### src/source/uart_config.svh
`ifndef UART_CONFIG_SVH
`define UART_CONFIG_SVH

// system clock of 10 MHz to match the 100 ns period
`define UART_CLK_HZ 10000000

// oversample ticks per bit
`define UART_OVERSAMPLE 16

// clocks per tick minus one for each baud rate
`define UART_DIV_9600   64
`define UART_DIV_19200  31
`define UART_DIV_38400  15
`define UART_DIV_57600  10
`define UART_DIV_115200 4
`define UART_DIV_W      16

// first and last sampled tick inside each bit
`define UART_VOTE_LO 6
`define UART_VOTE_HI 11

// start bit with this many high samples is treated as noise
`define UART_START_REJECT 3
// high samples needed for a one
`define UART_VOTE_ONE 4

`endif

### src/source/uart_pkg.sv
package uart_pkg;

    //////////////////////////////////////////////////
    // baud selection
    //////////////////////////////////////////////////

    // codes 5 to 7 are unused and decode as 9600
    typedef enum logic [2:0] {
        baud_9600   = 3'd0,
        baud_19200  = 3'd1,
        baud_38400  = 3'd2,
        baud_57600  = 3'd3,
        baud_115200 = 3'd4
    } baud_sel_t;

    //////////////////////////////////////////////////
    // data
    //////////////////////////////////////////////////

    // one payload byte, sent LSB first
    typedef logic [7:0] uart_byte_t;

endpackage

### src/source/uart_baud_regs.sv
`timescale 1ns/1ps
`include "uart_config.svh"

module uart_baud_regs (
    input  logic                    clk,
    input  logic                    rst_n,
    input  logic                    cfg_we,
    input  uart_pkg::baud_sel_t     cfg_baud,
    output logic [`UART_DIV_W-1:0]  baud_div
);
    import uart_pkg::*;

    localparam logic [`UART_DIV_W-1:0] div_9600   = `UART_DIV_9600;
    localparam logic [`UART_DIV_W-1:0] div_19200  = `UART_DIV_19200;
    localparam logic [`UART_DIV_W-1:0] div_38400  = `UART_DIV_38400;
    localparam logic [`UART_DIV_W-1:0] div_57600  = `UART_DIV_57600;
    localparam logic [`UART_DIV_W-1:0] div_115200 = `UART_DIV_115200;

    baud_sel_t baud_sel;

    // selection register, written by software
    always_ff @(posedge clk or negedge rst_n) begin
        if (!rst_n) begin
            baud_sel <= baud_9600;
        end else if (cfg_we) begin
            baud_sel <= cfg_baud;
        end
    end

    // divisor follows the selection one clock later
    always_ff @(posedge clk or negedge rst_n) begin
        if (!rst_n) begin
            baud_div <= div_9600;
        end else begin
            case (baud_sel)
                baud_19200:  baud_div <= div_19200;
                baud_38400:  baud_div <= div_38400;
                baud_57600:  baud_div <= div_57600;
                baud_115200: baud_div <= div_115200;
                default:     baud_div <= div_9600;
            endcase
        end
    end

endmodule

### src/source/uart_byte_rx.sv
`timescale 1ns/1ps
`include "uart_config.svh"

module uart_byte_rx (
    input  logic                    clk,
    input  logic                    rst_n,
    input  logic                    rx_line,
    input  logic [`UART_DIV_W-1:0]  baud_div,
    output logic                    rx_done,
    output uart_pkg::uart_byte_t    rx_data,
    output logic                    rx_frame_err
);
    import uart_pkg::*;

    localparam logic [7:0] frame_last   = 8'(10 * `UART_OVERSAMPLE - 1);
    localparam logic [7:0] reject_tick  = 8'(`UART_VOTE_HI + 1);
    localparam logic [3:0] vote_lo      = 4'(`UART_VOTE_LO);
    localparam logic [3:0] vote_hi      = 4'(`UART_VOTE_HI);
    localparam logic [2:0] vote_one     = 3'(`UART_VOTE_ONE);
    localparam logic [2:0] start_reject = 3'(`UART_START_REJECT);

    logic [1:0]            sync_q;
    logic [1:0]            hist_q;
    logic                  fall_edge;
    logic                  rx_busy;
    logic [`UART_DIV_W-1:0] div_cnt;
    logic                  tick;
    logic [7:0]            tick_cnt;
    logic [3:0]            bit_idx;
    logic [3:0]            phase;
    logic                  in_window;
    logic                  frame_start;
    logic                  false_start;
    logic                  stop_ok;
    logic [2:0]            acc [0:9];
    uart_byte_t            vote_byte;

    //////////////////////////////////////////////////
    // line synchronizer and start edge
    //////////////////////////////////////////////////

    // idle line is high, so come out of reset high too
    always_ff @(posedge clk or negedge rst_n) begin
        if (!rst_n) begin
            sync_q <= 2'b11;
            hist_q <= 2'b11;
        end else begin
            sync_q <= {sync_q[0], rx_line};
            hist_q <= {hist_q[0], sync_q[1]};
        end
    end

    assign fall_edge   = hist_q[1] & ~hist_q[0];
    assign frame_start = ~rx_busy & fall_edge;

    //////////////////////////////////////////////////
    // tick position and vote window
    //////////////////////////////////////////////////

    assign tick = rx_busy && (div_cnt == baud_div);

    // 16 ticks per bit, so the upper nibble is the bit number
    assign bit_idx   = tick_cnt[7:4];
    assign phase     = tick_cnt[3:0];
    assign in_window = tick && (phase >= vote_lo) && (phase <= vote_hi);

    // start samples are complete once the count reaches tick 12
    assign false_start = rx_busy && (tick_cnt == reject_tick) && (acc[0] >= start_reject);

    always_ff @(posedge clk) begin
        if (frame_start) begin
            for (int i = 0; i < 10; i++) begin
                acc[i] <= '0;
            end
        end else if (in_window) begin
            acc[bit_idx] <= acc[bit_idx] + {2'b00, sync_q[1]};
        end
    end

    // acc[1] holds bit 0, acc[9] the stop bit
    always_comb begin
        for (int i = 0; i < 8; i++) begin
            vote_byte[i] = (acc[i + 1] >= vote_one);
        end
    end

    assign stop_ok = (acc[9] >= vote_one);

    //////////////////////////////////////////////////
    // frame control
    //////////////////////////////////////////////////

    always_ff @(posedge clk or negedge rst_n) begin
        if (!rst_n) begin
            rx_busy      <= 1'b0;
            div_cnt      <= '0;
            tick_cnt     <= '0;
            rx_done      <= 1'b0;
            rx_frame_err <= 1'b0;
            rx_data      <= '0;
        end else begin
            rx_done      <= 1'b0;
            rx_frame_err <= 1'b0;
            if (!rx_busy) begin
                // divider parked at zero so its phase starts at the edge
                div_cnt  <= '0;
                tick_cnt <= '0;
                if (fall_edge) begin
                    rx_busy <= 1'b1;
                end
            end else if (false_start) begin
                rx_busy <= 1'b0;
            end else if (tick) begin
                div_cnt <= '0;
                if (tick_cnt == frame_last) begin
                    rx_busy <= 1'b0;
                    if (stop_ok) begin
                        rx_done <= 1'b1;
                        rx_data <= vote_byte;
                    end else begin
                        rx_frame_err <= 1'b1;
                    end
                end else begin
                    tick_cnt <= tick_cnt + 8'd1;
                end
            end else begin
                div_cnt <= div_cnt + 1'b1;
            end
        end
    end

endmodule

### src/source/uart_byte_tx.sv
`timescale 1ns/1ps
`include "uart_config.svh"

module uart_byte_tx (
    input  logic                    clk,
    input  logic                    rst_n,
    input  logic [`UART_DIV_W-1:0]  baud_div,
    input  logic                    tx_start,
    input  uart_pkg::uart_byte_t    tx_data,
    output logic                    tx_busy,
    output logic                    tx_line
);

    localparam logic [3:0] tick_last = 4'(`UART_OVERSAMPLE - 1);
    // start, eight data bits, stop
    localparam logic [3:0] bit_last  = 4'd9;

    logic [9:0]             frame;
    logic [`UART_DIV_W-1:0] div_cnt;
    logic [3:0]             tick_cnt;
    logic [3:0]             bit_cnt;
    logic                   accept;

    // a start pulse while busy is dropped
    assign accept = tx_start & ~tx_busy;

    //////////////////////////////////////////////////
    // frame shifter
    //////////////////////////////////////////////////

    always_ff @(posedge clk or negedge rst_n) begin
        if (!rst_n) begin
            frame    <= '1;
            tx_busy  <= 1'b0;
            div_cnt  <= '0;
            tick_cnt <= '0;
            bit_cnt  <= '0;
        end else if (accept) begin
            frame    <= {1'b1, tx_data, 1'b0};
            tx_busy  <= 1'b1;
            div_cnt  <= '0;
            tick_cnt <= '0;
            bit_cnt  <= '0;
        end else if (tx_busy) begin
            if (div_cnt == baud_div) begin
                div_cnt <= '0;
                if (tick_cnt == tick_last) begin
                    // end of bit, ones fill in behind the stop bit
                    tick_cnt <= '0;
                    frame    <= {1'b1, frame[9:1]};
                    bit_cnt  <= bit_cnt + 4'd1;
                    if (bit_cnt == bit_last) begin
                        tx_busy <= 1'b0;
                    end
                end else begin
                    tick_cnt <= tick_cnt + 4'd1;
                end
            end else begin
                div_cnt <= div_cnt + 1'b1;
            end
        end
    end

    // frame is all ones when idle
    assign tx_line = frame[0];

endmodule

### src/source/uart_top.sv
`timescale 1ns/1ps
`include "uart_config.svh"

module uart_top (
    input  logic                    clk,
    input  logic                    rst_n,
    // configuration
    input  logic                    cfg_we,
    input  uart_pkg::baud_sel_t     cfg_baud,
    // transmit side
    input  logic                    tx_start,
    input  uart_pkg::uart_byte_t    tx_data,
    output logic                    tx_busy,
    output logic                    tx_line,
    // receive side
    input  logic                    rx_line,
    output logic                    rx_done,
    output uart_pkg::uart_byte_t    rx_data,
    output logic                    rx_frame_err
);

    // one divisor shared by both directions
    logic [`UART_DIV_W-1:0] baud_div;

    uart_baud_regs u_baud_regs (
        .clk      (clk),
        .rst_n    (rst_n),
        .cfg_we   (cfg_we),
        .cfg_baud (cfg_baud),
        .baud_div (baud_div)
    );

    uart_byte_tx u_byte_tx (
        .clk      (clk),
        .rst_n    (rst_n),
        .baud_div (baud_div),
        .tx_start (tx_start),
        .tx_data  (tx_data),
        .tx_busy  (tx_busy),
        .tx_line  (tx_line)
    );

    uart_byte_rx u_byte_rx (
        .clk          (clk),
        .rst_n        (rst_n),
        .rx_line      (rx_line),
        .baud_div     (baud_div),
        .rx_done      (rx_done),
        .rx_data      (rx_data),
        .rx_frame_err (rx_frame_err)
    );

endmodule

### config.mk
export PLATFORM = sky130hd
export DESIGN_NAME = uart_top
export DESIGN_NICKNAME = d
export VERILOG_FILES = /design/src/source/uart_pkg.sv /design/src/source/uart_baud_regs.sv /design/src/source/uart_byte_rx.sv /design/src/source/uart_byte_tx.sv /design/src/source/uart_top.sv
export VERILOG_INCLUDE_DIRS = /design/src /design/src/source
export SDC_FILE = /design/constraint.sdc
export NUM_CORES = 1
export LEC_CHECK = 0
export BUFFER_PORTS_ARGS = -buffer_cell sky130_fd_sc_hd__buf_2
export CAP_MARGIN = 10
export CORE_MARGIN = 3
export CORE_UTILIZATION = 40
export CTS_CLUSTER_SIZE = 14
export DETAILED_ROUTE_END_ITERATION = 10
export SLEW_MARGIN = 5
export SYNTH_ARGS = -nofsm -noshare
export SYNTH_HDL_FRONTEND = slang
export SYNTH_SLANG_ARGS = --single-unit
### constraint.sdc
create_clock -name clk -period 3.2 [get_ports clk]
set_input_delay 0.64 -clock clk [delete_from_list [all_inputs] [get_ports clk]]
set_output_delay 0.64 -clock clk [all_outputs]
set_load 0.03 [all_outputs]
Yosys cells after proc, flatten, opt, wreduce, memory -nomap -nowiden
Memory sizes are Yosys's and may differ from the RTL's.
Cells that the tools add are included.
{"block": "totals", "latchBits": 0, "rom_bits": 0, "mem_count": 1, "elab_cells": 118, "mem_bits_rw": 30, "output_inout_bits": 12, "input_bits": 16, "ff_bits": 84}
{"block": "op_classes", "div": 0, "n_bitwise": 7, "n_lt_le_gt_ge": 12, "shift": 0, "mul": 0, "n_mux": 51, "n_addsub": 6, "eq_ne": 13, "n_reduce_logical": 13}
{"memory": "u_byte_rx.acc", "words": 10, "width": 3, "read_ports": 11, "rd_clocked_by_memory_dff": 0, "wr": 10, "line": "uart_byte_rx.sv:35", "text": "logic [2:0] acc [0:9];"}
{"cell": "two-way mux 16 bit", "n": 6}
{"cell": "two-way mux 10 bit", "n": 4}
{"cell": "two-way mux 4 bit", "n": 9}
{"cell": "adder 16 x 1 -> 16 bit, second input constant", "n": 2}
{"cell": "equality test 16 x 7 -> 1 bit", "n": 2}
{"cell": "two-way mux 8 bit", "n": 4}
{"cell": "one-hot mux 7 bit (4 select lines)", "n": 1}
{"cell": ">= comparator 3 bit, second input constant", "n": 9}
{"cell": "two-way mux 1 bit", "n": 26}
{"cell": "adder 4 x 1 -> 4 bit, second input constant", "n": 2}
{"cell": "adder 8 x 1 -> 8 bit, second input constant", "n": 1}
{"cell": "equality test 4 bit, second input constant", "n": 2}
{"cell": "equality test 8 x 4 -> 1 bit, second input constant", "n": 1}
{"cell": "equality test 8 bit, second input constant", "n": 1}
{"cell": "equality test 3 x 2 -> 1 bit, second input constant", "n": 2}
{"cell": "!= test 2 bit, second input constant", "n": 3}
{"cell": "AND reduction 3 bit", "n": 2}
{"cell": "nonzero test 2 bit", "n": 3}
{"cell": "logical AND 1 bit", "n": 5}
{"cell": "AND reduction 5 bit", "n": 1}
{"cell": ">= comparator 4 x 3 -> 1 bit, second input constant", "n": 1}
{"cell": "less-or-equal comparator 4 bit, second input constant", "n": 1}
{"cell": "inverter 1 bit", "n": 4}
{"cell": "adder 3 x 1 -> 3 bit", "n": 1}
{"cell": "7 further kinds", "n": 9}

Logic depth before layout (Yosys ltp)
{"block": "depth", "ltp_word": 9, "depth_mapped": 9, "mapped_depth_nobuf": 7}

By module
Synthesis repeated with hierarchy kept, for this count alone.
{"block": "hier_totals", "hier_cells": 598, "hier_area_um2": 6688.9}
{"mod": "uart_byte_rx", "cells_each": 352, "area_each_um2": 4321.6, "seq_area_each_um2": 2422.3, "instances": 1}
{"mod": "uart_byte_tx", "cells_each": 213, "area_each_um2": 1983.2, "seq_area_each_um2": 862.1, "instances": 1}
{"mod": "uart_baud_regs", "cells_each": 33, "area_each_um2": 384.1, "seq_area_each_um2": 201.4, "instances": 1}

Worst setup path after synthesis
Ideal clock, no wire load.
{"block": "synth_timing", "path_kind": "register -> register", "from": "reg u_byte_rx.tick_cnt[4]", "to": "mem u_byte_rx.acc[10][2], data pin", "slack_ns": 0.084, "required_time_ns": 2.915, "n_path_buf": 2, "path_stages_with_launch": 9, "setup_ns": 0.285, "synth_period_minus_slack_ns": 3.116, "arrival_time_ns": 2.831, "path_cell_list": "dfrtp_1 buf_2 clkbuf_1 mux4_2 mux4_2 ha_1 ha_1 xnor2_1 nor2_1"}
{"item": "from (decl)", "line": "uart_byte_rx.sv:28", "text": "logic [7:0] tick_cnt;"}
{"item": "from (signal assigned)", "line": "uart_byte_rx.sv:124", "text": "tick_cnt <= tick_cnt + 8'd1;"}
{"item": "to (decl)", "line": "uart_byte_rx.sv:35"}

==> impl_metrics.ini <==
[logic_synthesis]
ys.flop_type = dfrtp_1
synth_mux_area_frac = 0.09578
ys_warn_count = 0
syn_inst = 595
syn_area_mm2 = 0.006466
ys_seq_elements = 129
synth_top_family_by_area = simple AND/OR/NAND/NOR gates
synth_compound_area_frac = 0.09481
ys_seq_area_frac = 0.5391
synth_edf_count = 48
yosys.area_share.simple = 0.1910
synthesis.nets = 621
synthAdderAreaFrac = 0.01935
synth-async-reset-ratio = 0.6279
syn_avg_cell_area_um2 = 10.87
yosysUniqueCellTypes = 52
synth_xor_area_frac = 0.02574

[sta]
finalHoldViolations = 0
fin_crit_sh = 0.9061
relSlewSlack = 0.3155
whs_ns = 0.3281
fmax_mhz = 344.9
tns_ns = 0
fin_crit_ns = 2.900
tightest_slew_ns = 1.027
setup_ws_ns = 0.3004
setup_viol = 0
rsz0062_at_grt = false
slew_viol_final = 0
skew_ns = 0.008520

[placed_design]
place_ws_ns = 0.2841
placement.io_buffers = 27
place.gp.congestion = 0.8216
detailedPlacementHpwl_mm = 9.703

[routing]
routed.top_layer = met4
met2_wirelength_mm = 6.830
first_pass_iters = 5
vias_per_cell = 5.586
drc = 0
ant_nets = 0
wl_met1_mm = 6.081
routed-via-count = 4726
drt-initial-drc-count = 296
wire_per_inst_um = 16.35
met3_length_um = 733
drt-total-wl_mm = 13.83

[final_layout]
final_util = 0.4753
antenna-diode-count = 0
num-nets-final = 648
final_common_cell = dfrtp_1
final_cell_mix = dfrtp_1 (67), nand2_1 (59), nor2_1 (50), edfxtp_1 (48), o21ai_0 (38)
syn2layout_area_growth_pct = 13.82
drive_gt1_frac = 0.1906
num-fill-cells = 1402

[critical_path]
crit_start = u_byte_rx.tick_cnt[4]
worstSetupPathType = register to register
critPathRequiredTime_ns = 3.37
worstSetupEndpoint = u_byte_rx.acc[9][1]
cp_slowest_stage_delay_ns = 0.53
cp-end-kind = register
cp.depth = 6
r2r-end = u_byte_rx.acc[9][1]
cpLargestDelayFamily = multiplexers
critPathSlowestCell = mux4_2
crit_arrival_ns = 3.07
crit_path_cell_trace = buf_4 > mux4_2 > mux4_2 > ha_1 > inv_1 > nor2_1
critPathMostFrequentCell = mux4_2
reg2reg_setup_slack_ns = 0.30
worstPathMaxFanout = 16
r2r-start = u_byte_rx.tick_cnt[4]
cp-start-kind = register
reg2reg_depth = 6
cp.buffers_inverters = 2

[cts]
cts_buffer_depth = 2
cts_root_buf = clkbuf_16
cts_tree = done
ctsHoldBuffers = 0
clkLatencyLatePin_ns = 0.41
cts.clk_slew.worst_paths_ns = 0.06
postCtsResizedCells = 0
post_cts_buffers = 0
cts_inserted_buffers = 17
cts.sinks = 129
htreeDepth = 4

[floorplanning]
start_util = 0.4176
num_rows = 45
die_height_um = 133.1
io_pins = 28
die_w_um = 133.1
dieArea_mm2 = 0.01773
core_area_mm2 = 0.01548

[min_path]
holdPathStages = 1
hold_path.class = input port to register

[power]
p_per_area_mw_per_mm2 = 596.3
ir_drop_uv = 423.9
p_leak_nw = 2.908
total_power_w = 0.004389

[grt]
grt_antenna_before_repair = 0
grt_pass1_vias = 4756
grt_first_pass_wirelength_mm = 24.09
overflow = 0
grt_usage = 0.1680
grt_max_degree = 82

[flow_run]
cap_violations = 0

[status]
outcome = finished, final reports clean
-- cell families after synthesis --
logic type	Yosys count
AOI/OAI and AO/OA	100
xor gates and xnor gates	19
adders and majority gates	10
buffers and inverters	51
DFF	129
muxes	43
and+or+nand+nor	243
-- report_power, final --
| part | internal, W | total [W] | switching (W) |
|---|---|---|---|
| logic | 0.000237 | 0.000536 | 0.000299 |
| registers | 0.00187 | 0.00208 | 0.000210 |
| clock network | 0.00109 | 0.00177 | 0.000680 |
-- layer usage --
layer | GRT usage | up-vias
li1 | - | 2240
met1 | 0.2205 | 2338
met2 | 0.2751 | 133
met3 | 0.04305 | 15
met4 | 0.05314 | 0
met5 | 0 | -
-- worst min-delay path by stage --
stage	from	to	slack [ns]
global placement	u_byte_rx.sync_q[0]	u_byte_rx.sync_q[1]	0.35
floorplan	rst_n	u_baud_regs.baud_div[0]	0.34
global route	rx_line	u_byte_rx.sync_q[0]	0.30
CTS	rx_line	u_byte_rx.sync_q[0]	0.31
detailed placement	u_byte_rx.sync_q[0]	u_byte_rx.sync_q[1]	0.35
finish	rx_line	u_byte_rx.sync_q[0]	0.33
-- worst register-to-register path: stages (launching register included) --
cell     delay [ns]
dfrtp_1        0.52
buf_4          0.32
mux4_2         0.54
mux4_2         0.48
ha_1           0.32
inv_1          0.12
nor2_1         0.36
-- flip-flops by register name (all words and copies together), names as in the netlist, 3 cells and up --
register              count
u_baud_regs.baud_div      5
u_byte_rx.acc            48
u_baud_regs.baud_sel      3
u_byte_rx.div_cnt        16
u_byte_tx.tick_cnt        4
u_byte_rx.rx_data         8
u_byte_rx.tick_cnt        8
u_byte_tx.div_cnt        16
u_byte_tx.bit_cnt         4
u_byte_tx.frame           9
-- layout make-up --
class / instances / area, um^2 / area share
Sequential cell: 129 / 3486 / 0.4736
Multi-Input combinational cell: 415 / 2759 / 0.3749
Clock buffer: 26 / 510.5 / 0.06936
Tap cell: 211 / 264.0 / 0.03587
Timing Repair Buffer: 40 / 235.2 / 0.03196
Inverter: 19 / 71.32 / 0.009691
Clock inverter: 6 / 33.78 / 0.004590
-- stage by stage --
stage | cells | cell area [um^2]
final | 846 | 7360
after global routing | 846 | 7360
after CTS | 846 | 7360
after detailed placement | 814 | 6815
after global placement | 814 | 6815
after floorplan | 595 | 6466
-- synth_stat cells (all sizes together) (2+ instances only) --
library cell  instances  share of area
dfrtp                67           0.26
nand2                59          0.034
nor2                 50          0.029
edfxtp               48           0.22
o21ai                38          0.029
nand3                33          0.026
nor3                 29          0.024
a21oi                27          0.021
clkbuf               20          0.012
inv                  19          0.011
mux2i                18          0.028
dfstp                14          0.057
mux4                 14          0.049
nand4                14          0.015
buf                  12          0.011
mux2                 11          0.019
ha                   10          0.019
or3                  10          0.010
or4                  10          0.012
xor2                 10          0.014
nor4                  9          0.011
xnor2                 9          0.012
and3                  8         0.0077
o31ai                 7         0.0081
and2                  5         0.0048
a22o                  4         0.0054
a31o                  4         0.0054
nand2b                4         0.0043
nand3b                4         0.0046
nor2b                 4         0.0039
o211ai                4         0.0054
o22ai                 4         0.0039
a21o                  3         0.0035
o41ai                 3         0.0041
nor3b                 2         0.0023
(Power assumes the default switching activity.)
